$ cat src/rtl/serial_link_pkg.sv
package serial_link_pkg;

    localparam int DIV_W = 16;  // divisor width

    // current link settings, read by both sides
    typedef struct packed {
        logic [DIV_W-1:0] div;        // one bit lasts div+1 clocks
        logic             msb_first;  // 0 = bit 0 first
    } link_cfg_t;

    typedef enum logic [1:0] {
        CFG_NOP,
        CFG_SET_DIV,
        CFG_SET_ORDER
    } cfg_op_e;

    typedef struct packed {
        cfg_op_e          op;
        logic [DIV_W-1:0] value;  // only bit 0 for order
        logic             valid;
    } cfg_wr_t;

    typedef struct packed {
        logic [7:0] data;
        logic       frame_error;  // stop bit seen low
        logic       valid;        // single-cycle pulse
    } rx_word_t;

    // ------------------------------
    // state encodings
    typedef enum logic [1:0] {IDLE, START, DATA, STOP} tx_state_e;
    typedef enum logic [1:0] {R_IDLE, R_START, R_DATA, R_STOP} rx_state_e;

endpackage

$ cat src/rtl/frame_rx.sv
`timescale 1ns/1ns

module frame_rx (
    input  logic                       clk,
    input  logic                       rst,
    input  serial_link_pkg::link_cfg_t cfg_q,
    input  logic                       line_in,
    output serial_link_pkg::rx_word_t  rx
);

    serial_link_pkg::rx_state_e        state;
    logic [serial_link_pkg::DIV_W-1:0] smp_cnt;  // clocks to next sample
    logic [2:0]                        bit_idx;
    logic [7:0]                        sipo;
    logic                              sync_meta;
    logic                              sync_q;
    logic                              line_prev;
    logic                              fall;
    logic                              sample;
    logic                              valid_q;
    logic                              err_q;
    logic [7:0]                        data_q;

    // ------------------------------
    // input synchronizer
    always_ff @(posedge clk or posedge rst) begin
        if (rst) begin
            sync_meta <= 1'b1;  // idle level
            sync_q    <= 1'b1;
            line_prev <= 1'b1;
        end else begin
            sync_meta <= line_in;
            sync_q    <= sync_meta;
            line_prev <= sync_q;
        end
    end

    assign fall   = line_prev && !sync_q;
    assign sample = (smp_cnt == '0);

    // ------------------------------
    // sampling state machine
    always_ff @(posedge clk or posedge rst) begin
        if (rst) begin
            state   <= serial_link_pkg::R_IDLE;
            smp_cnt <= '0;
            bit_idx <= '0;
            valid_q <= 1'b0;
        end else begin
            valid_q <= 1'b0;
            case (state)
                serial_link_pkg::R_IDLE: begin
                    if (fall) begin
                        state   <= serial_link_pkg::R_START;
                        smp_cnt <= cfg_q.div >> 1;  // half a bit
                    end
                end
                serial_link_pkg::R_START: begin
                    if (!sample) begin
                        smp_cnt <= smp_cnt - 1'b1;
                    end else if (sync_q) begin
                        state <= serial_link_pkg::R_IDLE;  // glitch
                    end else begin
                        state   <= serial_link_pkg::R_DATA;
                        smp_cnt <= cfg_q.div;
                        bit_idx <= '0;
                    end
                end
                serial_link_pkg::R_DATA: begin
                    if (!sample) begin
                        smp_cnt <= smp_cnt - 1'b1;
                    end else begin
                        smp_cnt <= cfg_q.div;
                        bit_idx <= bit_idx + 3'd1;
                        if (bit_idx == 3'd7)
                            state <= serial_link_pkg::R_STOP;
                    end
                end
                default: begin
                    if (!sample) begin
                        smp_cnt <= smp_cnt - 1'b1;
                    end else begin
                        state   <= serial_link_pkg::R_IDLE;
                        valid_q <= 1'b1;  // pulse after stop sample
                    end
                end
            endcase
        end
    end

    // sipo and output word
    always_ff @(posedge clk) begin
        if (state == serial_link_pkg::R_DATA && sample)
            sipo <= cfg_q.msb_first ? {sipo[6:0], sync_q} : {sync_q, sipo[7:1]};
        if (state == serial_link_pkg::R_STOP && sample) begin
            data_q <= sipo;
            err_q  <= !sync_q;  // stop bit must be high
        end
    end

    assign rx = '{data: data_q, frame_error: err_q, valid: valid_q};

    a_valid_single: assert property (@(posedge clk) disable iff (rst)
        rx.valid |=> !rx.valid);

endmodule

$ cat src/rtl/frame_tx.sv
`timescale 1ns/1ns

module frame_tx (
    input  logic                       clk,
    input  logic                       rst,
    input  serial_link_pkg::link_cfg_t cfg_q,
    input  logic [7:0]                 tx_data,
    input  logic                       tx_valid,
    output logic                       tx_ready,
    output logic                       line_out
);

    serial_link_pkg::tx_state_e        state;
    logic [serial_link_pkg::DIV_W-1:0] bit_cnt;     // clocks left in bit
    logic [2:0]                        bit_idx;
    logic [7:0]                        shreg;
    logic                              ready_r;
    logic                              line_r;
    logic                              accept;
    logic                              bit_end;
    logic                              shift_en;
    logic                              next_bit;
    logic [7:0]                        shreg_next;

    assign accept   = tx_valid && ready_r;
    assign bit_end  = (bit_cnt == '0);
    assign shift_en = bit_end && ((state == serial_link_pkg::START) ||
                      (state == serial_link_pkg::DATA && bit_idx != 3'd7));

    assign next_bit   = cfg_q.msb_first ? shreg[7] : shreg[0];
    assign shreg_next = cfg_q.msb_first ? {shreg[6:0], 1'b0} : {1'b0, shreg[7:1]};

    // ------------------------------
    // frame sequencing
    always_ff @(posedge clk or posedge rst) begin
        if (rst) begin
            state   <= serial_link_pkg::IDLE;
            bit_cnt <= '0;
            bit_idx <= '0;
            ready_r <= 1'b1;
            line_r  <= 1'b1;  // line idles high
        end else begin
            if (state == serial_link_pkg::IDLE) begin
                if (accept) begin
                    state   <= serial_link_pkg::START;
                    bit_cnt <= cfg_q.div;
                    ready_r <= 1'b0;
                    line_r  <= 1'b0;  // start bit
                end
            end else if (bit_end) begin
                bit_cnt <= cfg_q.div;
                case (state)
                    serial_link_pkg::START: begin
                        state   <= serial_link_pkg::DATA;
                        bit_idx <= '0;
                        line_r  <= next_bit;
                    end
                    serial_link_pkg::DATA: begin
                        if (bit_idx == 3'd7) begin
                            state  <= serial_link_pkg::STOP;
                            line_r <= 1'b1;  // stop bit
                        end else begin
                            bit_idx <= bit_idx + 3'd1;
                            line_r  <= next_bit;
                        end
                    end
                    default: begin
                        state   <= serial_link_pkg::IDLE;  // stop bit done
                        ready_r <= 1'b1;
                    end
                endcase
            end else begin
                bit_cnt <= bit_cnt - 1'b1;
            end
        end
    end

    // piso shift register
    always_ff @(posedge clk) begin
        if (state == serial_link_pkg::IDLE && accept)
            shreg <= tx_data;
        else if (shift_en)
            shreg <= shreg_next;
    end

    assign tx_ready = ready_r;
    assign line_out = line_r;

    a_busy_not_ready: assert property (@(posedge clk) disable iff (rst)
        state != serial_link_pkg::IDLE |-> !tx_ready);

endmodule

$ cat src/rtl/link_config.sv
`timescale 1ns/1ns

module link_config #(
    parameter logic [serial_link_pkg::DIV_W-1:0] RESET_DIV       = 3,
    parameter logic                              RESET_MSB_FIRST = 1'b0
) (
    input  logic                       clk,
    input  logic                       rst,
    input  serial_link_pkg::cfg_wr_t   cfg,
    output serial_link_pkg::link_cfg_t cfg_q
);

    serial_link_pkg::link_cfg_t cfg_r;
    serial_link_pkg::link_cfg_t cfg_next;

    // ------------------------------
    // write decode
    always_comb begin
        cfg_next = cfg_r;  // hold by default
        if (cfg.valid) begin
            case (cfg.op)
                serial_link_pkg::CFG_SET_DIV: begin
                    cfg_next.div = cfg.value;
                end
                serial_link_pkg::CFG_SET_ORDER: begin
                    cfg_next.msb_first = cfg.value[0];  // lsb of value only
                end
                default: begin
                    cfg_next = cfg_r;  // nop
                end
            endcase
        end
    end

    // ------------------------------
    // config register
    always_ff @(posedge clk or posedge rst) begin
        if (rst) begin
            cfg_r.div       <= RESET_DIV;
            cfg_r.msb_first <= RESET_MSB_FIRST;
        end else begin
            cfg_r <= cfg_next;  // visible next cycle
        end
    end

    assign cfg_q = cfg_r;

    // ------------------------------
    // write checks
    a_cfg_op_known: assert property (@(posedge clk) disable iff (rst)
        cfg.valid |-> cfg.op inside {serial_link_pkg::CFG_NOP,
                                     serial_link_pkg::CFG_SET_DIV,
                                     serial_link_pkg::CFG_SET_ORDER});

    // a one-clock bit has no middle for the receiver to sample
    a_cfg_div_nonzero: assert property (@(posedge clk) disable iff (rst)
        (cfg.valid && cfg.op == serial_link_pkg::CFG_SET_DIV) |-> cfg.value != '0);

endmodule

$ cat src/rtl/serial_link.sv
`timescale 1ns/1ns

module serial_link #(
    parameter logic [serial_link_pkg::DIV_W-1:0] RESET_DIV       = 3,
    parameter logic                              RESET_MSB_FIRST = 1'b0
) (
    input  logic                      clk,
    input  logic                      rst,
    input  serial_link_pkg::cfg_wr_t  cfg,
    input  logic [7:0]                tx_data,
    input  logic                      tx_valid,
    output logic                      tx_ready,
    output logic                      line_out,
    input  logic                      line_in,
    output serial_link_pkg::rx_word_t rx
);

    serial_link_pkg::link_cfg_t cfg_q;  // shared by both sides

    // ------------------------------
    // configuration
    link_config #(
        .RESET_DIV       (RESET_DIV),
        .RESET_MSB_FIRST (RESET_MSB_FIRST)
    ) link_config_inst (
        .clk   (clk),
        .rst   (rst),
        .cfg   (cfg),
        .cfg_q (cfg_q)
    );

    // ------------------------------
    // transmit side
    frame_tx frame_tx_inst (
        .clk      (clk),
        .rst      (rst),
        .cfg_q    (cfg_q),
        .tx_data  (tx_data),
        .tx_valid (tx_valid),
        .tx_ready (tx_ready),
        .line_out (line_out)
    );

    // ------------------------------
    // receive side
    frame_rx frame_rx_inst (
        .clk     (clk),
        .rst     (rst),
        .cfg_q   (cfg_q),
        .line_in (line_in),  // async to clk
        .rx      (rx)
    );

endmodule

$ cat config.mk
export PLATFORM = sky130hd
export DESIGN_NAME = serial_link
export DESIGN_NICKNAME = d
export VERILOG_FILES = /design/src/rtl/serial_link_pkg.sv /design/src/rtl/frame_rx.sv /design/src/rtl/frame_tx.sv /design/src/rtl/link_config.sv /design/src/rtl/serial_link.sv
export SDC_FILE = /design/constraint.sdc
export NUM_CORES = 1
export LEC_CHECK = 0
export BUFFER_PORTS_ARGS = -buffer_cell sky130_fd_sc_hd__clkbuf_2
export CAP_MARGIN = 20
export CORE_MARGIN = 3
export CORE_UTILIZATION = 45
export DETAILED_ROUTE_END_ITERATION = 6
export PLACE_DENSITY = 0.73
export SLEW_MARGIN = 25
export SYNTH_ARGS = -nofsm -noshare
export SYNTH_HDL_FRONTEND = slang
export SYNTH_SLANG_ARGS = --single-unit
$ cat constraint.sdc
create_clock -name clk -period 6.8 [get_ports clk]
set_clock_uncertainty 0.15 [all_clocks]
set_input_delay 0.68 -clock clk [delete_from_list [all_inputs] [get_ports clk]]
set_output_delay 0.68 -clock clk [all_outputs]
set_load 0.1 [all_outputs]
==> impl_metrics.csv, run 1 <==
group,metric,value,unit
power,power.leakage,2.279,nW
hold_path,hold_class,"reg -> reg",
timing,finalHoldViolations,0,
place,dp_cells,656,
power,switching_share,36.06,%
finish,area_growth,11.12,%
power,power_density,313.4,mW/mm^2
global_route,grt_pass1_wl,20.15,mm
clocking,postCtsSetupBuffers,0,
yosys,synth_fp_nets,552,
place,gp_congestion,0.9084,
power,pwr-share-clk,29.3,%
finish,final_common_cell,"dfrtp_1",
clocking,cts.sinks,90,
power,p_int,1.133,mW
critical_path,crit_path_end_kind,"register",
drt,routed_wirelength,11.96,mm
drt,drt_pass1_iterations,5,
finish,diodes,0,
place,dp_slack,3630,ps
global_route,grt_max_degree,66,
power,power.share.sequential,42.1,%
timing,period_minus_slack,3284,ps
clocking,clk_pin_slew_worst_paths,70,ps
yosys,ys_async_sr_fraction,72.22,%
clocking,cts_tree,"yes",
power,ir_drop,144.5,uV
die,dieArea,0.01262,mm^2
yosys,synth-edff-count,25,
die,die_h,112.3,um
yosys,synthFlopType,"dfrtp_1",
yosys,yosysUniqueCellTypes,66,
finish,drive_gt1_share,20.30,%
drt,ant_nets,0,
die,die_w,112.3,um
timing,tightest_slew,978.6,ps
timing,rsz0062_at_grt,"no",
yosys,seq_area_frac_synth,46.90,%
yosys,netlist_area,0.005087,mm^2
critical_path,critPathArrivalTime,3140,ps
drt,drtIter0Drc,268,
clocking,post_cts_resized,0,
critical_path,crit_type,"reg -> reg",
yosys,synth.avg_cell_area,10.07,um^2
status,outcome,"finished, final reports clean",
yosys,ys_warn_count,0,
run,drv_cap,0,
die,rows,38,
timing,finalCritPeriodShare,48.30,%
clocking,cts-htree-levels,3,
timing,fin_tns_setup,0,ps
clocking,cts_root_buffer,"clkbuf_16",
clocking,clk_latency,350,ps
drt,drc,0,
timing,worst_slack,3516,ps
critical_path,reg2reg_from,"frame_rx_inst.smp_cnt[0]",
timing,slew_headroom,34.16,%
critical_path,crit_start,"frame_rx_inst.smp_cnt[0]",
power,combPwrFrac,28.6,%
global_route,track_usage,19.61,%
yosys,netlist_instances,505,
finish,layout.cells.non_filler,672,
timing,fmax,304.5,MHz
die,coreArea,0.01094,mm^2
finish,finalNetCount,574,
timing,setup_viol,0,
critical_path,crit_required,6650,ps
die,io_pins,43,
drt,viasPerCell,6.073,
place,port_buffers,42,
clocking,cts_buffer_depth,2,
power,p_sw,0.6388,mW
global_route,antenna_found_initial,0,
drt,avgRoutedWirePerCell,17.80,um
finish,final_cell_mix,"dfrtp_1, nand2_1, o21ai_0, clkbuf_2",
die,start_util,46.52,%
critical_path,critPathLaunchType,"register",
global_route,grt-ovfl-total,0,
critical_path,worst-path-max-fanout,10,
clocking,cts_hold_buf,0,
timing,final-max-slew-violation-count,0,
clocking,cts_made_buffers,9,
hold_path,hold_start,"frame_rx_inst.sync_meta",
yosys,yosys_register_bits,90,
place,dp_hpwl,8.335,mm
drt,via_count,4081,
global_route,grt_pass1_vias,4001,
-- stage by stage --
| stage | instance area (um^2) | hold WS [ps] | power (mW) | util (%) |
|---|---|---|---|---|
| final | 5653 | 207.4 | 1.772 | 51.69 |
| after global routing | 5653 | 211.9 | 1.877 | 51.69 |
| after CTS | 5650 | 209.7 | 1.771 | 51.67 |
| after detailed placement | 5343 | 205.0 | 1.247 | 48.86 |
| after global placement | 5339 | 197.5 | 1.229 | 48.82 |
| after floorplan | 5087 | 195.2 | 1.114 | - |
-- layer usage --
layer | routed length (um) | share of wire, % | track usage [%]
met1 | 5240 | 44 | 26.19
met2 | 5887 | 49 | 32.38
met3 | 651 | 5.4 | 3.720
met4 | 179 | 1.5 | 6.330
met5 | 0 | 0 | 0
-- critical path, stage by stage, from the launching register on --
cell,delay (ps)
dfrtp_1,440
inv_1,130
ha_1,260
or4b_1,580
nor4_1,890
and2_1,510
-- path summary, 6_finish.rpt --
| kind | endpoint | slack [ps] | depth (start not counted) |
|---|---|---|---|
| setup / recovery | frame_rx_inst.data_q[0] | 3520 | 5 |
| hold / removal | frame_rx_inst.sync_q | 210 | 0 |
| setup reg to reg | frame_rx_inst.data_q[0] | 3520 | 5 |
| hold reg to reg | frame_rx_inst.sync_q | 210 | 0 |
| max in group asynchronous | link_config_inst.cfg_q[8] | 5530 | 3 |
| min in group asynchronous | link_config_inst.cfg_q[0] | 400 | 3 |
-- flip-flops by register name (all words and copies together), names as in the netlist --
name	count
frame_tx_inst.bit_idx	3
frame_rx_inst.smp_cnt	16
frame_rx_inst.bit_idx	3
frame_rx_inst.sync_meta	1
frame_rx_inst.sync_q	1
frame_tx_inst.tx_ready	1
frame_tx_inst.shreg	8
frame_tx_inst.bit_cnt	16
frame_tx_inst.state	2
frame_rx_inst.data_q	8
frame_tx_inst.line_out	1
frame_rx_inst.valid_q	1
link_config_inst.cfg_q	17
frame_rx_inst.state	2
frame_rx_inst.line_prev	1
frame_rx_inst.sipo	8
frame_rx_inst.err_q	1
-- cell usage after synthesis, drive strengths merged (3+ instances only) --
cell / number / area share, %
nand2b: 3 / 0.37
and3: 6 / 0.74
or4: 8 / 1.3
edfxtp: 25 / 15
nor2b: 3 / 0.37
nand2: 45 / 3.3
a32oi: 3 / 0.52
nor2: 17 / 1.3
a211oi: 3 / 0.44
a31oi: 7 / 0.86
a21oi: 26 / 2.8
or3: 8 / 0.98
nand3b: 3 / 0.44
a221oi: 3 / 0.64
o211ai: 6 / 0.89
clkbuf: 21 / 1.5
or2: 6 / 0.74
a221o: 7 / 1.4
mux2: 26 / 5.8
o31ai: 7 / 1.0
or4b: 3 / 0.59
nor4: 15 / 2.1
and2: 5 / 0.61
buf: 11 / 1.2
a22oi: 7 / 1.0
a22o: 7 / 1.2
dfrtp: 58 / 29
nor3: 16 / 1.6
inv: 22 / 1.6
nand3: 11 / 1.1
o21ai: 46 / 4.5
a21o: 6 / 0.89
mux2i: 11 / 2.2
ha: 16 / 3.9
o21a: 4 / 0.59
dfstp: 7 / 3.6
-- power groups by stage --
stage / combinational (mW) / clock [mW] / sequential (mW)
after floorplan: 0.422 / 0 / 0.692
after global placement: 0.482 / 0 / 0.747
after detailed placement: 0.496 / 0 / 0.751
after CTS: 0.502 / 0.527 / 0.741
after global routing: 0.572 / 0.548 / 0.757
final: 0.507 / 0.519 / 0.746
-- cell families (layout without fill, tap and decap cells) --
group	Yosys count	in the layout	synth area share (%)
xor+xnor	1	1	0.1722
compound gates	150	150	19.85
flops	90	90	46.90
mux	37	37	7.993
simple gates	157	157	16.75
fa+ha+maj	16	16	3.935
buf+inv	54	81	4.402
-- final cells by class --
type	instances	area (um^2)
Fill cell	1010	5283
Multi-Input combinational cell	361	2484
Sequential cell	90	2386
Clock buffer	9	225.2
Timing Repair Buffer	43	217.7
Tap cell	140	175.2
Clock inverter	7	82.58
Inverter	22	82.58
(Power assumes the default switching activity.)
==> run 2, diff against run 1 <==
Settings changed: PLACE_DENSITY 0.73 to 0.75.
Clock period 6.8 ns to 2.9 ns, I/O delays scaled along.
==> run 2 against run 1 <==
Net effect:
- sequential cell count did not move
- first-iteration DRC count increased by 12%
- cell count is 3.6% higher
- clock power is 130% higher
- count of clock-buffer cells in the layout up 1
- fmax up 18%
==> impl_metrics.csv, run 2 (synthesis gave the netlist of run 1 again) <==
group,metric,value,unit
place,dp_slack,35.41,ps
timing,finalHoldViolations,0,
timing,period_minus_slack,2792,ps
drt,ant_nets,0,
finish,finalNetCount,598,
timing,finalCritPeriodShare,96.28,%
drt,drt_pass1_iterations,5,
clocking,clk_pin_slew_worst_paths,70,ps
power,ir_drop,298.3,uV
die,dieArea,0.01262,mm^2
drt,drc,0,
clocking,cts_tree,"yes",
power,p_int,2.736,mW
die,coreArea,0.01094,mm^2
clocking,cts_made_buffers,9,
finish,final_common_cell,"dfrtp_1",
drt,viasPerCell,6.201,
timing,fmax,358.2,MHz
timing,rsz0062_at_grt,"no",
drt,via_count,4316,
critical_path,crit_type,"reg -> reg",
critical_path,crit_required,2980,ps
global_route,grt-ovfl-total,0,
critical_path,crit_path_end_kind,"register",
finish,final_cell_mix,"dfrtp_1, nand2_1, o21ai_0, clkbuf_2",
finish,diodes,0,
die,die_h,112.3,um
die,die_w,112.3,um
timing,setup_viol,0,
clocking,cts_root_buffer,"clkbuf_16",
drt,avgRoutedWirePerCell,18.11,um
power,power_density,724.2,mW/mm^2
timing,fin_tns_setup,0,ps
timing,worst_slack,107.9,ps
global_route,grt_pass1_vias,4157,
global_route,grt_pass1_wl,20.73,mm
finish,largest_reg_flops,17,
power,power.share.sequential,40.5,%
run,drv_cap,0,
clocking,clk_latency,350,ps
power,power.leakage,2.415,nW
timing,tightest_slew,776.4,ps
finish,area_growth,15.45,%
timing,slew_headroom,48.08,%
die,io_pins,43,
global_route,track_usage,20.23,%
finish,drive_gt1_share,23.56,%
hold_path,hold_class,"in -> reg",
global_route,antenna_found_initial,0,
timing,final-max-slew-violation-count,0,
drt,routed_wirelength,12.60,mm
place,port_buffers,42,
die,start_util,46.52,%
clocking,cts.sinks,90,
power,switching_share,35.67,%
die,rows,38,
critical_path,critPathLaunchType,"register",
clocking,cts_buffer_depth,2,
power,p_sw,1.517,mW
clocking,cts-htree-levels,3,
place,dp_hpwl,8.816,mm
status,outcome,"finished, final reports clean",
power,combPwrFrac,31.3,%
critical_path,critPathArrivalTime,2880,ps
global_route,grt_max_degree,38,
drt,drtIter0Drc,300,
critical_path,worst-path-max-fanout,8,
power,pwr-share-clk,28.1,%
place,gp_congestion,0.9379,
run 2: critical path, cell delays in order (launching register included):
cell	delay, ps
dfrtp_1	430
inv_1	130
ha_1	180
or4b_4	480
or4_4	610
buf_4	200
o21ai_0	160
o21ai_0	90
o221a_2	260
run 2: cell type report:
cell class | instances | area, um^2
fillers | 966 | 5062
multi-input cells | 361 | 2494
flip-flops and latches | 90 | 2386
repair buffers | 67 | 440.4
clock buffers | 10 | 229.0
well taps | 140 | 175.2
inverters | 22 | 82.58
clock inverters | 6 | 66.31
run 2: stage by stage:
| step | util (%) | hold WS, ps | instances | total power, mW | area, um^2 |
|---|---|---|---|---|---|
| global route | 53.71 | 25.60 | 696 | 4.492 | 5873 |
| floorplan | - | 144.5 | 505 | 2.612 | 5087 |
| CTS | 53.49 | 20.08 | 695 | 4.221 | 5849 |
| global placement | 50.61 | 198.4 | 677 | 2.989 | 5534 |
| detailed placement | 50.61 | 197.3 | 677 | 3.028 | 5534 |
| finish | 53.71 | 24.84 | 696 | 4.253 | 5873 |
run 2: path summary, 6_finish.rpt:
kind	from	end	slack (ps)	depth (start not counted)
worst max-delay path	frame_rx_inst.smp_cnt[0]	frame_rx_inst.smp_cnt[13]	110	8
worst min-delay path	cfg[5]	link_config_inst.cfg_q[5]	20	2
worst max register to register	frame_rx_inst.smp_cnt[0]	frame_rx_inst.smp_cnt[13]	110	8
worst min register to register	frame_rx_inst.sync_meta	frame_rx_inst.sync_q	210	0
max in group asynchronous	rst	link_config_inst.cfg_q[2]	1430	4
min in group asynchronous	rst	link_config_inst.cfg_q[0]	460	3
run 2: per-layer routing:
layer  global-route usage [%]  vias to the layer above  share of wire [%]
met5                        0                        -                  0
met3                    3.396                       25                6.8
met4                    8.494                        0                1.7
met1                    26.22                     2107                 42
li1                         -                     1999                  -
met2                    33.69                      185                 50
run 2: power by group through the flow:
stage	clock, mW	sequential [mW]	combinational, mW
floorplan	0	1.62	0.989
global placement	0	1.73	1.26
detailed placement	0	1.74	1.29
CTS	1.21	1.71	1.30
global route	1.26	1.75	1.48
finish	1.20	1.72	1.33
run 2: what timing repair did:
| item | in CTS | in global routing |
|---|---|---|
| setup endpoints to repair | 0 | 24 |
| gates resized for setup | 0 | 5 |
| buffers inserted | 0 | 1 |
| hold buffers | 2 | 0 |
| endpoints found under the hold margin | 25 | 0 |
